## src/include/pipeline_params.svh

```systemverilog
`ifndef PIPELINE_PARAMS_SVH
`define PIPELINE_PARAMS_SVH

`define REG_BUS_W 32

// architectural exception codes
`define ECODE_INT  6'h00
`define ECODE_PIL  6'h01
`define ECODE_PIS  6'h02
`define ECODE_PIF  6'h03
`define ECODE_PME  6'h04
`define ECODE_PPI  6'h07
`define ECODE_ADEF 6'h08
`define ECODE_ALE  6'h09
`define ECODE_SYS  6'h0b
`define ECODE_BRK  6'h0c
`define ECODE_INE  6'h0d
`define ECODE_IPE  6'h0e
`define ECODE_TLBR 6'h3f

`define ESUBCODE_ADEF 9'd0
`define ESUBCODE_ADEM 9'd1

`define EXE_ERTN_OP 8'h4e

`define EENTRY_ADDR    32'h1c00_8000
`define TLBRENTRY_ADDR 32'h1c00_f000

// cause bit positions in excp_num, lowest wins
`define CAUSE_INT    4'd0
`define CAUSE_ADEF   4'd1
`define CAUSE_TLBR_F 4'd2
`define CAUSE_PIF    4'd3
`define CAUSE_PPI_F  4'd4
`define CAUSE_SYS    4'd5
`define CAUSE_BRK    4'd6
`define CAUSE_INE    4'd7
`define CAUSE_IPE    4'd8
`define CAUSE_ALE    4'd9
`define CAUSE_ADEM   4'd10
`define CAUSE_TLBR_M 4'd11
`define CAUSE_PME    4'd12
`define CAUSE_PPI_M  4'd13
`define CAUSE_PIS    4'd14
`define CAUSE_PIL    4'd15

`endif

```

## src/hdl/pipeline_pkg.sv

```systemverilog
`include "pipeline_params.svh"

package pipeline_pkg;

    typedef logic [`REG_BUS_W-1:0] word_t;
    typedef logic [4:0]            reg_addr_t;
    typedef logic [5:0]            ecode_t;
    typedef logic [8:0]            esubcode_t;
    typedef logic [18:0]           vppn_t;
    typedef logic [7:0]            aluop_t;
    typedef logic [15:0]           excp_vec_t;
    // fetch is bit 0, writeback is bit 4
    typedef logic [4:0]            stall_t;

    typedef struct packed {
        logic      we;
        reg_addr_t waddr;
        word_t     wdata;
        word_t     pc;
    } wb_reg_t;

    typedef struct packed {
        logic      valid;
        aluop_t    aluop;
        logic      excp;
        excp_vec_t excp_num;
        wb_reg_t   wb_reg;
    } wb_slot_t;

    typedef struct packed {
        logic  valid;
        word_t pc;
    } commit_t;

    typedef struct packed {
        logic      valid;
        logic      tlbrefill;
        logic      tlb;
        logic      va_error;
        ecode_t    ecode;
        esubcode_t esubcode;
        word_t     era;
        word_t     bad_va;
        vppn_t     vppn;
    } excp_rec_t;

    typedef struct packed {
        logic [1:0] crmd_plv;
        logic       crmd_ie;
        logic [1:0] prmd_pplv;
        logic       prmd_pie;
        word_t      era;
        ecode_t     ecode;
        esubcode_t  esubcode;
        word_t      badv;
        vppn_t      vppn;
    } csr_state_t;

endpackage

```

## src/hdl/commit_ctrl.sv

```systemverilog
`include "pipeline_params.svh"

module commit_ctrl
    import pipeline_pkg::*;
(
    input  wb_slot_t  wb_slot0_i,
    input  wb_slot_t  wb_slot1_i,

    input  logic      dispatch_stallreq_i,
    input  logic [1:0] mem_stallreq_i,

    output stall_t    stall_o,
    output logic      flush_o,

    output wb_reg_t   rf_w0_o,
    output wb_reg_t   rf_w1_o,

    output commit_t   commit0_o,
    output commit_t   commit1_o,

    output excp_rec_t excp_rec_o,
    output logic      ertn_o
);

    logic      slot0_ok;
    logic      slot0_ertn;
    logic      retire1;
    logic      slot0_excp;
    logic      slot1_excp;
    logic      sel_slot1;
    logic      any_excp;
    excp_vec_t sel_num;
    word_t     sel_pc;
    word_t     sel_wdata;
    logic [3:0] cause;
    ecode_t    ecode;
    esubcode_t esubcode;
    logic      has_va;
    logic      va_from_pc;
    logic      tlb;
    logic      refill;
    word_t     bad_va;

    always_comb begin
        if (mem_stallreq_i[0] | mem_stallreq_i[1]) begin
            stall_o = 5'b11110;
        end else if (dispatch_stallreq_i) begin
            stall_o = 5'b11100;
        end else begin
            stall_o = 5'b00000;
        end
    end

    assign slot0_ok   = wb_slot0_i.valid & ~wb_slot0_i.excp;
    assign slot0_ertn = slot0_ok & (wb_slot0_i.aluop == `EXE_ERTN_OP);
    assign retire1    = wb_slot1_i.valid & ~wb_slot1_i.excp & slot0_ok & ~slot0_ertn;

    assign ertn_o  = slot0_ertn;
    assign flush_o = excp_rec_o.valid | slot0_ertn;

    always_comb begin
        rf_w0_o    = wb_slot0_i.wb_reg;
        rf_w0_o.we = slot0_ok & wb_slot0_i.wb_reg.we;
        rf_w1_o    = wb_slot1_i.wb_reg;
        rf_w1_o.we = retire1 & wb_slot1_i.wb_reg.we;
    end

    assign commit0_o = '{valid: slot0_ok, pc: wb_slot0_i.wb_reg.pc};
    assign commit1_o = '{valid: retire1, pc: wb_slot1_i.wb_reg.pc};

    // slot 1 behind an ERTN is squashed along with its exception
    assign slot0_excp = wb_slot0_i.valid & wb_slot0_i.excp;
    assign slot1_excp = wb_slot1_i.valid & wb_slot1_i.excp & ~slot0_ertn;
    assign sel_slot1  = ~slot0_excp & slot1_excp;
    assign any_excp   = slot0_excp | slot1_excp;

    assign sel_num   = sel_slot1 ? wb_slot1_i.excp_num     : wb_slot0_i.excp_num;
    assign sel_pc    = sel_slot1 ? wb_slot1_i.wb_reg.pc    : wb_slot0_i.wb_reg.pc;
    assign sel_wdata = sel_slot1 ? wb_slot1_i.wb_reg.wdata : wb_slot0_i.wb_reg.wdata;

    // lowest set cause bit
    always_comb begin
        cause = `CAUSE_INT;
        for (int i = 15; i >= 0; i--) begin
            if (sel_num[i]) begin
                cause = 4'(i);
            end
        end
    end

    always_comb begin
        ecode      = `ECODE_INT;
        esubcode   = `ESUBCODE_ADEF;
        has_va     = 1'b0;
        va_from_pc = 1'b0;
        tlb        = 1'b0;
        refill     = 1'b0;
        case (cause)
            `CAUSE_INT:    ecode = `ECODE_INT;
            `CAUSE_ADEF:   begin ecode = `ECODE_ADEF; has_va = 1'b1; va_from_pc = 1'b1; end
            `CAUSE_TLBR_F: begin
                ecode = `ECODE_TLBR;
                has_va = 1'b1;
                va_from_pc = 1'b1;
                tlb = 1'b1;
                refill = 1'b1;
            end
            `CAUSE_PIF:    begin ecode = `ECODE_PIF; has_va = 1'b1; va_from_pc = 1'b1; tlb = 1'b1; end
            `CAUSE_PPI_F:  begin ecode = `ECODE_PPI; has_va = 1'b1; va_from_pc = 1'b1; tlb = 1'b1; end
            `CAUSE_SYS:    ecode = `ECODE_SYS;
            `CAUSE_BRK:    ecode = `ECODE_BRK;
            `CAUSE_INE:    ecode = `ECODE_INE;
            `CAUSE_IPE:    ecode = `ECODE_IPE;
            `CAUSE_ALE:    begin ecode = `ECODE_ALE; has_va = 1'b1; end
            `CAUSE_ADEM:   begin ecode = `ECODE_ADEF; esubcode = `ESUBCODE_ADEM; has_va = 1'b1; end
            `CAUSE_TLBR_M: begin ecode = `ECODE_TLBR; has_va = 1'b1; tlb = 1'b1; refill = 1'b1; end
            `CAUSE_PME:    begin ecode = `ECODE_PME; has_va = 1'b1; tlb = 1'b1; end
            `CAUSE_PPI_M:  begin ecode = `ECODE_PPI; has_va = 1'b1; tlb = 1'b1; end
            `CAUSE_PIS:    begin ecode = `ECODE_PIS; has_va = 1'b1; tlb = 1'b1; end
            `CAUSE_PIL:    begin ecode = `ECODE_PIL; has_va = 1'b1; tlb = 1'b1; end
            default:       ecode = `ECODE_INT;
        endcase
    end

    // memory-side faults carry the address in wdata
    assign bad_va = !has_va ? '0 : (va_from_pc ? sel_pc : sel_wdata);

    always_comb begin
        excp_rec_o = '0;
        if (any_excp) begin
            excp_rec_o.valid     = 1'b1;
            excp_rec_o.tlbrefill = refill;
            excp_rec_o.tlb       = tlb;
            excp_rec_o.va_error  = has_va;
            excp_rec_o.ecode     = ecode;
            excp_rec_o.esubcode  = esubcode;
            excp_rec_o.era       = sel_pc;
            excp_rec_o.bad_va    = bad_va;
            excp_rec_o.vppn      = tlb ? bad_va[31:13] : '0;
        end
    end

    // an excepting instruction and everything younger stays uncommitted
    always_comb begin
        a_no_commit_on_excp: assert final (!(excp_rec_o.valid &&
            (commit1_o.valid || (commit0_o.valid && !sel_slot1))));
    end

endmodule

```

## src/hdl/commit_top.sv

```systemverilog
module commit_top
    import pipeline_pkg::*;
(
    input  logic       clk,
    input  logic       rst,

    input  wb_slot_t   mem_slot0_i,
    input  wb_slot_t   mem_slot1_i,
    input  logic       dispatch_stallreq_i,
    input  logic [1:0] mem_stallreq_i,

    input  reg_addr_t  rf_raddr0_i,
    input  reg_addr_t  rf_raddr1_i,

    output stall_t     stall_o,
    output logic       flush_o,
    output word_t      redirect_pc_o,

    output commit_t    commit0_o,
    output commit_t    commit1_o,

    output csr_state_t csr_o,

    output word_t      rf_rdata0_o,
    output word_t      rf_rdata1_o
);

    wb_slot_t  wb_slot0;
    wb_slot_t  wb_slot1;
    wb_reg_t   rf_w0;
    wb_reg_t   rf_w1;
    excp_rec_t excp_rec;
    logic      ertn;

    wb_stage u_wb_stage (
        .clk         (clk),
        .rst         (rst),
        .mem_slot0_i (mem_slot0_i),
        .mem_slot1_i (mem_slot1_i),
        .stall_i     (stall_o),
        .flush_i     (flush_o),
        .wb_slot0_o  (wb_slot0),
        .wb_slot1_o  (wb_slot1)
    );

    commit_ctrl u_commit_ctrl (
        .wb_slot0_i          (wb_slot0),
        .wb_slot1_i          (wb_slot1),
        .dispatch_stallreq_i (dispatch_stallreq_i),
        .mem_stallreq_i      (mem_stallreq_i),
        .stall_o             (stall_o),
        .flush_o             (flush_o),
        .rf_w0_o             (rf_w0),
        .rf_w1_o             (rf_w1),
        .commit0_o           (commit0_o),
        .commit1_o           (commit1_o),
        .excp_rec_o          (excp_rec),
        .ertn_o              (ertn)
    );

    csr_excp u_csr_excp (
        .clk           (clk),
        .rst           (rst),
        .excp_rec_i    (excp_rec),
        .ertn_i        (ertn),
        .csr_o         (csr_o),
        .redirect_pc_o (redirect_pc_o)
    );

    regfile u_regfile (
        .clk      (clk),
        .rst      (rst),
        .w0_i     (rf_w0),
        .w1_i     (rf_w1),
        .raddr0_i (rf_raddr0_i),
        .raddr1_i (rf_raddr1_i),
        .rdata0_o (rf_rdata0_o),
        .rdata1_o (rf_rdata1_o)
    );

endmodule

```

## src/hdl/csr_excp.sv

```systemverilog
`include "pipeline_params.svh"

module csr_excp
    import pipeline_pkg::*;
(
    input  logic       clk,
    input  logic       rst,

    input  excp_rec_t  excp_rec_i,
    input  logic       ertn_i,

    output csr_state_t csr_o,
    output word_t      redirect_pc_o
);

    csr_state_t csr_q;

    always_ff @(posedge clk) begin
        if (rst) begin
            csr_q <= '0;
        end else if (excp_rec_i.valid) begin
            // save old mode to prmd and enter kernel with interrupts off
            csr_q.prmd_pplv <= csr_q.crmd_plv;
            csr_q.prmd_pie  <= csr_q.crmd_ie;
            csr_q.crmd_plv  <= 2'd0;
            csr_q.crmd_ie   <= 1'b0;
            csr_q.era       <= excp_rec_i.era;
            csr_q.ecode     <= excp_rec_i.ecode;
            csr_q.esubcode  <= excp_rec_i.esubcode;
            if (excp_rec_i.va_error) begin
                csr_q.badv <= excp_rec_i.bad_va;
            end
            if (excp_rec_i.tlb) begin
                csr_q.vppn <= excp_rec_i.vppn;
            end
        end else if (ertn_i) begin
            csr_q.crmd_plv <= csr_q.prmd_pplv;
            csr_q.crmd_ie  <= csr_q.prmd_pie;
        end
    end

    assign csr_o = csr_q;

    always_comb begin
        if (excp_rec_i.valid) begin
            redirect_pc_o = excp_rec_i.tlbrefill ? `TLBRENTRY_ADDR : `EENTRY_ADDR;
        end else if (ertn_i) begin
            redirect_pc_o = csr_q.era;
        end else begin
            redirect_pc_o = '0;
        end
    end

    // slot 0 ertn retires only without an exception anywhere older
    a_excp_ertn_excl: assert property (@(posedge clk) disable iff (rst)
        !(excp_rec_i.valid && ertn_i));

endmodule

```

## src/hdl/regfile.sv

```systemverilog
module regfile
    import pipeline_pkg::*;
(
    input  logic      clk,
    input  logic      rst,

    input  wb_reg_t   w0_i,
    input  wb_reg_t   w1_i,

    input  reg_addr_t raddr0_i,
    input  reg_addr_t raddr1_i,
    output word_t     rdata0_o,
    output word_t     rdata1_o
);

    word_t regs [32];

    // r0 is cleared at reset and never written afterwards
    always_ff @(posedge clk) begin
        if (rst) begin
            regs[0] <= '0;
        end else begin
            if (w0_i.we && (w0_i.waddr != '0)) begin
                regs[w0_i.waddr] <= w0_i.wdata;
            end
            // younger slot last, so it wins a same-register write
            if (w1_i.we && (w1_i.waddr != '0)) begin
                regs[w1_i.waddr] <= w1_i.wdata;
            end
        end
    end

    assign rdata0_o = regs[raddr0_i];
    assign rdata1_o = regs[raddr1_i];

    a_r0_zero: assert property (@(posedge clk) disable iff (rst)
        (raddr0_i == '0) |-> (rdata0_o == '0));

endmodule

```

## src/hdl/wb_stage.sv

```systemverilog
module wb_stage
    import pipeline_pkg::*;
(
    input  logic     clk,
    input  logic     rst,

    input  wb_slot_t mem_slot0_i,
    input  wb_slot_t mem_slot1_i,

    input  stall_t   stall_i,
    input  logic     flush_i,

    output wb_slot_t wb_slot0_o,
    output wb_slot_t wb_slot1_o
);

    logic     bubble;
    wb_slot_t slot0_q;
    wb_slot_t slot1_q;

    // memory stage held or pipeline flushed
    assign bubble = flush_i | stall_i[3];

    always_ff @(posedge clk) begin
        if (rst) begin
            slot0_q.valid <= 1'b0;
            slot1_q.valid <= 1'b0;
        end else if (bubble) begin
            slot0_q.valid <= 1'b0;
            slot1_q.valid <= 1'b0;
        end else begin
            slot0_q.valid <= mem_slot0_i.valid;
            slot1_q.valid <= mem_slot1_i.valid;
        end
    end

    // payload follows the memory stage every cycle
    always_ff @(posedge clk) begin
        slot0_q.aluop    <= mem_slot0_i.aluop;
        slot0_q.excp     <= mem_slot0_i.excp;
        slot0_q.excp_num <= mem_slot0_i.excp_num;
        slot0_q.wb_reg   <= mem_slot0_i.wb_reg;
        slot1_q.aluop    <= mem_slot1_i.aluop;
        slot1_q.excp     <= mem_slot1_i.excp;
        slot1_q.excp_num <= mem_slot1_i.excp_num;
        slot1_q.wb_reg   <= mem_slot1_i.wb_reg;
    end

    assign wb_slot0_o = slot0_q;
    assign wb_slot1_o = slot1_q;

    // in-order issue never leaves slot 0 empty under slot 1
    a_slot_order: assert property (@(posedge clk) disable iff (rst)
        !(wb_slot1_o.valid && !wb_slot0_o.valid));

endmodule

```

## config.mk

```make
export PLATFORM = sky130hd
export DESIGN_NAME = commit_top
export DESIGN_NICKNAME = d
export VERILOG_FILES = /design/src/hdl/pipeline_pkg.sv /design/src/hdl/commit_ctrl.sv /design/src/hdl/commit_top.sv /design/src/hdl/csr_excp.sv /design/src/hdl/regfile.sv /design/src/hdl/wb_stage.sv
export VERILOG_INCLUDE_DIRS = /design/src /design/src/include
export SDC_FILE = /design/constraint.sdc
export NUM_CORES = 2
export LEC_CHECK = 0
export BUFFER_PORTS_ARGS = -buffer_cell sky130_fd_sc_hd__buf_4
export CORE_MARGIN = 4
export CORE_UTILIZATION = 39
export CTS_CLUSTER_SIZE = 28
export DETAILED_ROUTE_END_ITERATION = 16
export GPL_TIMING_DRIVEN = 0
export PLACE_DENSITY_LB_ADDON = 0.12
export SLEW_MARGIN = 20
export SYNTH_ARGS = -nofsm -noshare
export SYNTH_HDL_FRONTEND = slang
export SYNTH_SLANG_ARGS = --single-unit
```

## constraint.sdc

```tcl
create_clock -name clk -period 4 [get_ports clk]
set_clock_uncertainty 0.2 [all_clocks]
set_input_delay 0.4 -clock clk [delete_from_list [all_inputs] [get_ports clk]]
set_output_delay 0.4 -clock clk [all_outputs]
set_load 0.01 [all_outputs]
```

# After elaboration in Yosys (flattened, before gate mapping)
# Memory sizes are Yosys's and may differ from the RTL's.
# Cells that the tools add are included.
# totals
regBits	288
ramBits	1024
inputBits	207
output_inout_bits	272
word_cells	121
n_memories	1
# op_classes
n_eq_ne	16
mux	45
bitwise_logic	19
n_reduce_logical	16
# mem_list
memory	depth	width	rd	rd_clocked_by_memory_dff	wr	line_no	text
u_regfile.regs	32	32	2	0	2	regfile.sv:16	word_t regs [32];
# op_table
operator	count
$mux 32	7
$mux 102	1
$pmux 6 s13	1
$mux 4	16
$eq 4x4->1 const B	8
$reduce_or 32->1	1
$mux 19	1
$eq 4x3->1 const B	4
$mux 16	1
$mux 15	1
$mux 5	3
$mux 1	14
$and 1x1->1	11
$reduce_or 11->1	1
$reduce_bool 5->1	2
$reduce_or 2->1	5
$eq 4x2->1 const B	2
$eq 8x7->1 const B	1
$reduce_or 8->1	1
$eq 4x1->1 const B	1
$logic_not 4->1	1
$not 1->1	4
$or 1x1->1	4
$reduce_and 2->1	2
other kinds (2)	3

# Longest topological paths before layout
# logic_depth
word_depth	33
mapped_depth	12
ltp_nobuf	8

# Hierarchy
# Synthesis repeated with hierarchy kept, for this count alone.
# hier_totals
cells_unflattened	7173
hier_area_um2	72401.9
# by_module_without_submodules
module	n_inst	cells_each	area_per_inst_um2	seq_area_each_um2
regfile	1	5885	59936.2	30749.5
commit_ctrl	1	654	4316.6	0.0
csr_excp	1	440	4287.9	2082.0
wb_stage	1	194	3861.2	3843.7

# Worst setup path after synthesis
# No wires, ideal clock.
# synth_timing
kind	register to register
from	register u_wb_stage.slot0_q (netlist bit u_wb_stage.wb_slot0_o[67])
to	memory u_regfile.regs[27][0] (netlist bit) (enable)
setup_ns	0.428
arrival_time_ns	3.119
required_ns	3.372
slack_ns	0.253
path_stages_with_launch	7
path_buffers	1
synth_period_minus_slack_ns	3.747
cell_sequence	dfxtp_1 or3_1 nor3_1 nor3_1 clkbuf_1 nand3_1 o21bai_1
# synth_rtl
element	line_no	text
start, declared	wb_stage.sv:18	wb_slot_t slot0_q;
end, declared	regfile.sv:16	

# Worst setup path in the final report
# layout_timing
from	input port rf_raddr0_i[1]
to	output port rf_rdata0_o[27]
# layout_between
elab_chain_cells	1
# layout_lines
element	line_no	text
start, declared	commit_top.sv:12	input reg_addr_t rf_raddr0_i,
$mem_v2 32x32	-	
end, declared	commit_top.sv:24	output word_t rf_rdata0_o,
# Every way passes these cells.

==> run metrics <==
outcome finished with violations; violated checks negative setup slack; Synthesis Warnings 0; Setup WS post-layout -0.117 ns; nets around 6600; Synth Flop Type edfxtp_1; die area ~0.18 sq mm; drt drc 0; initial antenna violation count 13; initial core utilization between 30% and 40%; clock buffer depth 3; clock buffer count from CTS ~150; clock sinks 1303; Seq. cell area between 0.03 and 0.04 sq mm; vias in the first global route 53900; reg2reg end u_regfile.regs[19][13]; Slew headroom around 14%; Crit Path Class in2out; Hold Startpoint mem_slot1_i[20]; flops & latches, synth about 1300; drt pass-1 iters 6; Synth area leaders edfxtp_1 (45%), mux4_2 (21%), dfxtp_1 (8.2%); vias about 56000; Layout Utilization 48.6%; Placeable Area 0.172 sq mm; CTS tree built; Layout area overhead 23.7%; WP buf/inv 3; Clk pin slew, worst setup/hold paths 0.06 ns; Worst EP required about 3.4 ns; Worst setup EP type output pin; # H-tree levels 4; Syn Inst Count 5457; row count roughly 150; DRT iter0 DRCs 8906; largest net degree at the start of global routing 33; CP Cell Sequence clkbuf_1, clkbuf_1, mux4_2, mux4_2, mux2_2, buf_4; pre-CTS WS -1.61 ns; Critical Path AT about 3.5 ns; Post-Layout Cell Count 8812; register area share after synthesis around 54%; WL/cell 36.3 um; # placed instances 8287; Final ANT Viol Nets 0; first-pass GRT wire length around 430 mm; Fillers ~15000; final hold viol count 0; Worst Reg-to-Reg Cells 8; IO Port Bufs 450; Hold Path Class in2reg; VDD IR-drop max ~0.45 mV; # IOs 479; Worst Hold Path Cells 2; Crit path max-delay family buffers and inverters; synthesized area 0.0677 sq mm; GRT overflow 0; CP max FO 10; Worst-Margin Slew 1.28 ns; Synth async-reset ratio 0%; routed vias/inst between 6 and 7; setup violators final 66; Routed WL approximately 320 mm; CP max stage cell clkbuf_1; Power Total between 30000 and 40000 uW; die extent in y roughly 420 um; Slew Viols, Final 0; leakage around 0.029 uW; Max Cap Violations 0; R2R Setup Slk -0.06 ns; die extent in x 425 um; number of synthesized flops with an enable pin 1024; final period utilization 103%; post-synth cell types between 70 and 80; Tmin final 4.12 ns; CP max stage delay 0.79 ns; Mapped Avg Cell Area ~12 sq um; multi-input combinational cell area around 0.029 sq mm; startpoint types primary input; fmax between 0.2 and 0.25 GHz; post-synth top area cell edfxtp_1; GR Util All Layers 34.8%; reg-to-reg startpoint u_wb_stage.wb_slot0_o[68]; worst hold endpoint u_wb_stage.wb_slot1_o[20]; Clock Latency Late Sink approximately 0.81 ns; GPL Wtd Cong 0.954; Root Buffer Master clkbuf_16; Power Density 378 mW/mm^2; share of cells above drive strength 1 between 20 and 30%; Yosys top cell area share between 40% and 50%; post-DP HPWL approximately 240 mm
==> area by class of cell <==
cell class              instances  share of cell area, %
well taps                    2310                   3.45
diodes                         10                 0.0299
flip-flops and latches       1303                   43.4
inverters                      40                  0.179
repair buffers                755                   8.69
clock buffers                 203                   5.01
clock inverters                70                  0.740
multi-input cells            3401                   34.2
plain buffers                 720                   4.28
==> power by group <==
group	leakage (uW)	switching, uW	internal (uW)
Combinational	0.0148	1630	1330
Clock	0.00238	6030	7940
Sequential	0.0119	163	14500
Total	0.0291	7820	23800
==> routing by layer <==
layer / vias up / share of wire (%) / routed length [um] / track usage [%]
li1: 22400 / - / - / -
met1: 28500 / 37 / 117000 / 46.0
met2: 4476 / 44 / 140000 / 52.0
met3: 972 / 12 / 38700 / 8.35
met4: 6 / 7.3 / 23300 / 21.0
met5: - / 0.021 / 68 / 0
==> through the flow <==
step / hold WS [ns] / cell area, sq um / TNS (ns)
after floorplan: 0.228 / 67700 / 0
after global placement: 0.241 / 74000 / -3906.01
after detailed placement: 0.240 / 75900 / -1850.30
after CTS: 0.0000182 / 83500 / 0
after global routing: 0.00850 / 83700 / -0.0408
final: 0.0329 / 83700 / -2.09
==> logic make-up after synthesis <==
group                  count (synthesis)  share of synthesized area, %
other                                  1                       0.00554
flip-flops                          1303                          53.7
multiplexers                         762                          23.2
AO/OA/AOI/OAI                       1184                          9.59
AND/OR/NAND/NOR                     1446                          8.75
buffers and inverters                761                          4.75
==> cell usage in the layout, fill, tap and decap left out, drive strengths merged, types with 6 or more instances in the layout <==
cell | netlist | layout
mux4 | 640 | 640
nand4b | 21 | 21
edfxtp | 1024 | 1024
o31ai | 17 | 17
o21a | 13 | 13
buf | 208 | 779
and2 | 28 | 28
nor3 | 60 | 60
diode | 0 | 10
nand2 | 1159 | 1159
a311oi | 32 | 32
bufinv | 0 | 9
nand2b | 8 | 8
nor4 | 11 | 11
o21bai | 30 | 30
o21ai | 1010 | 1010
clkbuf | 513 | 699
nand3 | 16 | 16
dlygate4sd3 | 0 | 192
nor2 | 106 | 106
conb | 1 | 9
dfxtp | 279 | 279
inv | 40 | 49
clkdlybuf4s15 | 0 | 6
mux2 | 79 | 79
clkinv | 0 | 52
o221ai | 39 | 39
mux2i | 43 | 43
a21oi | 11 | 11
==> synth_stat cells (3+ instances only) <==
| library cell | count |
|---|---|
| o21ai_0 | 1008 |
| o21bai_1 | 30 |
| a221oi_1 | 3 |
| mux4_2 | 640 |
| nand4_1 | 5 |
| a21o_1 | 3 |
| nand4b_1 | 21 |
| mux2i_1 | 43 |
| and3_1 | 5 |
| nand3_1 | 16 |
| clkbuf_1 | 508 |
| a211oi_1 | 3 |
| buf_2 | 33 |
| a21oi_1 | 11 |
| buf_4 | 79 |
| nand2b_1 | 8 |
| buf_1 | 94 |
| nor2_1 | 105 |
| nor3_1 | 60 |
| or2_2 | 5 |
| inv_1 | 40 |
| o21a_1 | 13 |
| a311oi_1 | 32 |
| nand2_1 | 1159 |
| mux2_1 | 3 |
| or4_1 | 3 |
| or3_1 | 5 |
| o31ai_1 | 17 |
| nor4_1 | 8 |
| mux2_2 | 76 |
| o221ai_1 | 38 |
| and2_1 | 28 |
| clkbuf_2 | 5 |
| dfxtp_1 | 279 |
| edfxtp_1 | 1024 |
==> flip-flops by register name, indices dropped and copies added, names as in the netlist <==
| register | flops |
|---|---|
| u_wb_stage.wb_slot1_o | 88 |
| u_wb_stage.wb_slot0_o | 96 |
| u_regfile.regs | 1024 |
| u_csr_excp.csr_o | 95 |
==> how the worst max path moves through the flow <==
stage / start / end / slack (ns) / cells past startpoint
2_1_floorplan: u_wb_stage.wb_slot0_o[67] / u_regfile.regs[27][0] / 0.25 / 6
3_3_place_gp: u_wb_stage.wb_slot0_o[95] / u_regfile.regs[11][10] / -4.03 / 6
3_5_place_dp: u_wb_stage.wb_slot0_o[95] / u_regfile.regs[9][7] / -1.61 / 11
4_1_cts: rf_raddr0_i[1] / rf_rdata0_o[27] / 0.004 / 6
5_1_grt: u_wb_stage.wb_slot0_o[88] / u_regfile.regs[10][0] / -0.007 / 9
6_report: rf_raddr0_i[1] / rf_rdata0_o[27] / -0.12 / 6
==> worst reg2reg max path, stage by stage (launching register included) <==
cell and delay [ns]:
dfxtp_1 0.64, or3_1 0.48, nor3_1 0.16, nor3_4 0.40, clkbuf_2 0.40, nand3_2 0.48
o21bai_4 0.52, buf_12 0.24, buf_12 0.20
==> repair_timing <==
item                                     CTS  global route
gates resized for setup                  207           134
hold endpoints to repair                 184             0
hold buffers                             192             0
buffers inserted                          40            10
pin swaps                                 13             1
endpoints found under the setup margin  2083          1045
Note: power is estimated with default switching activity, not from simulation.
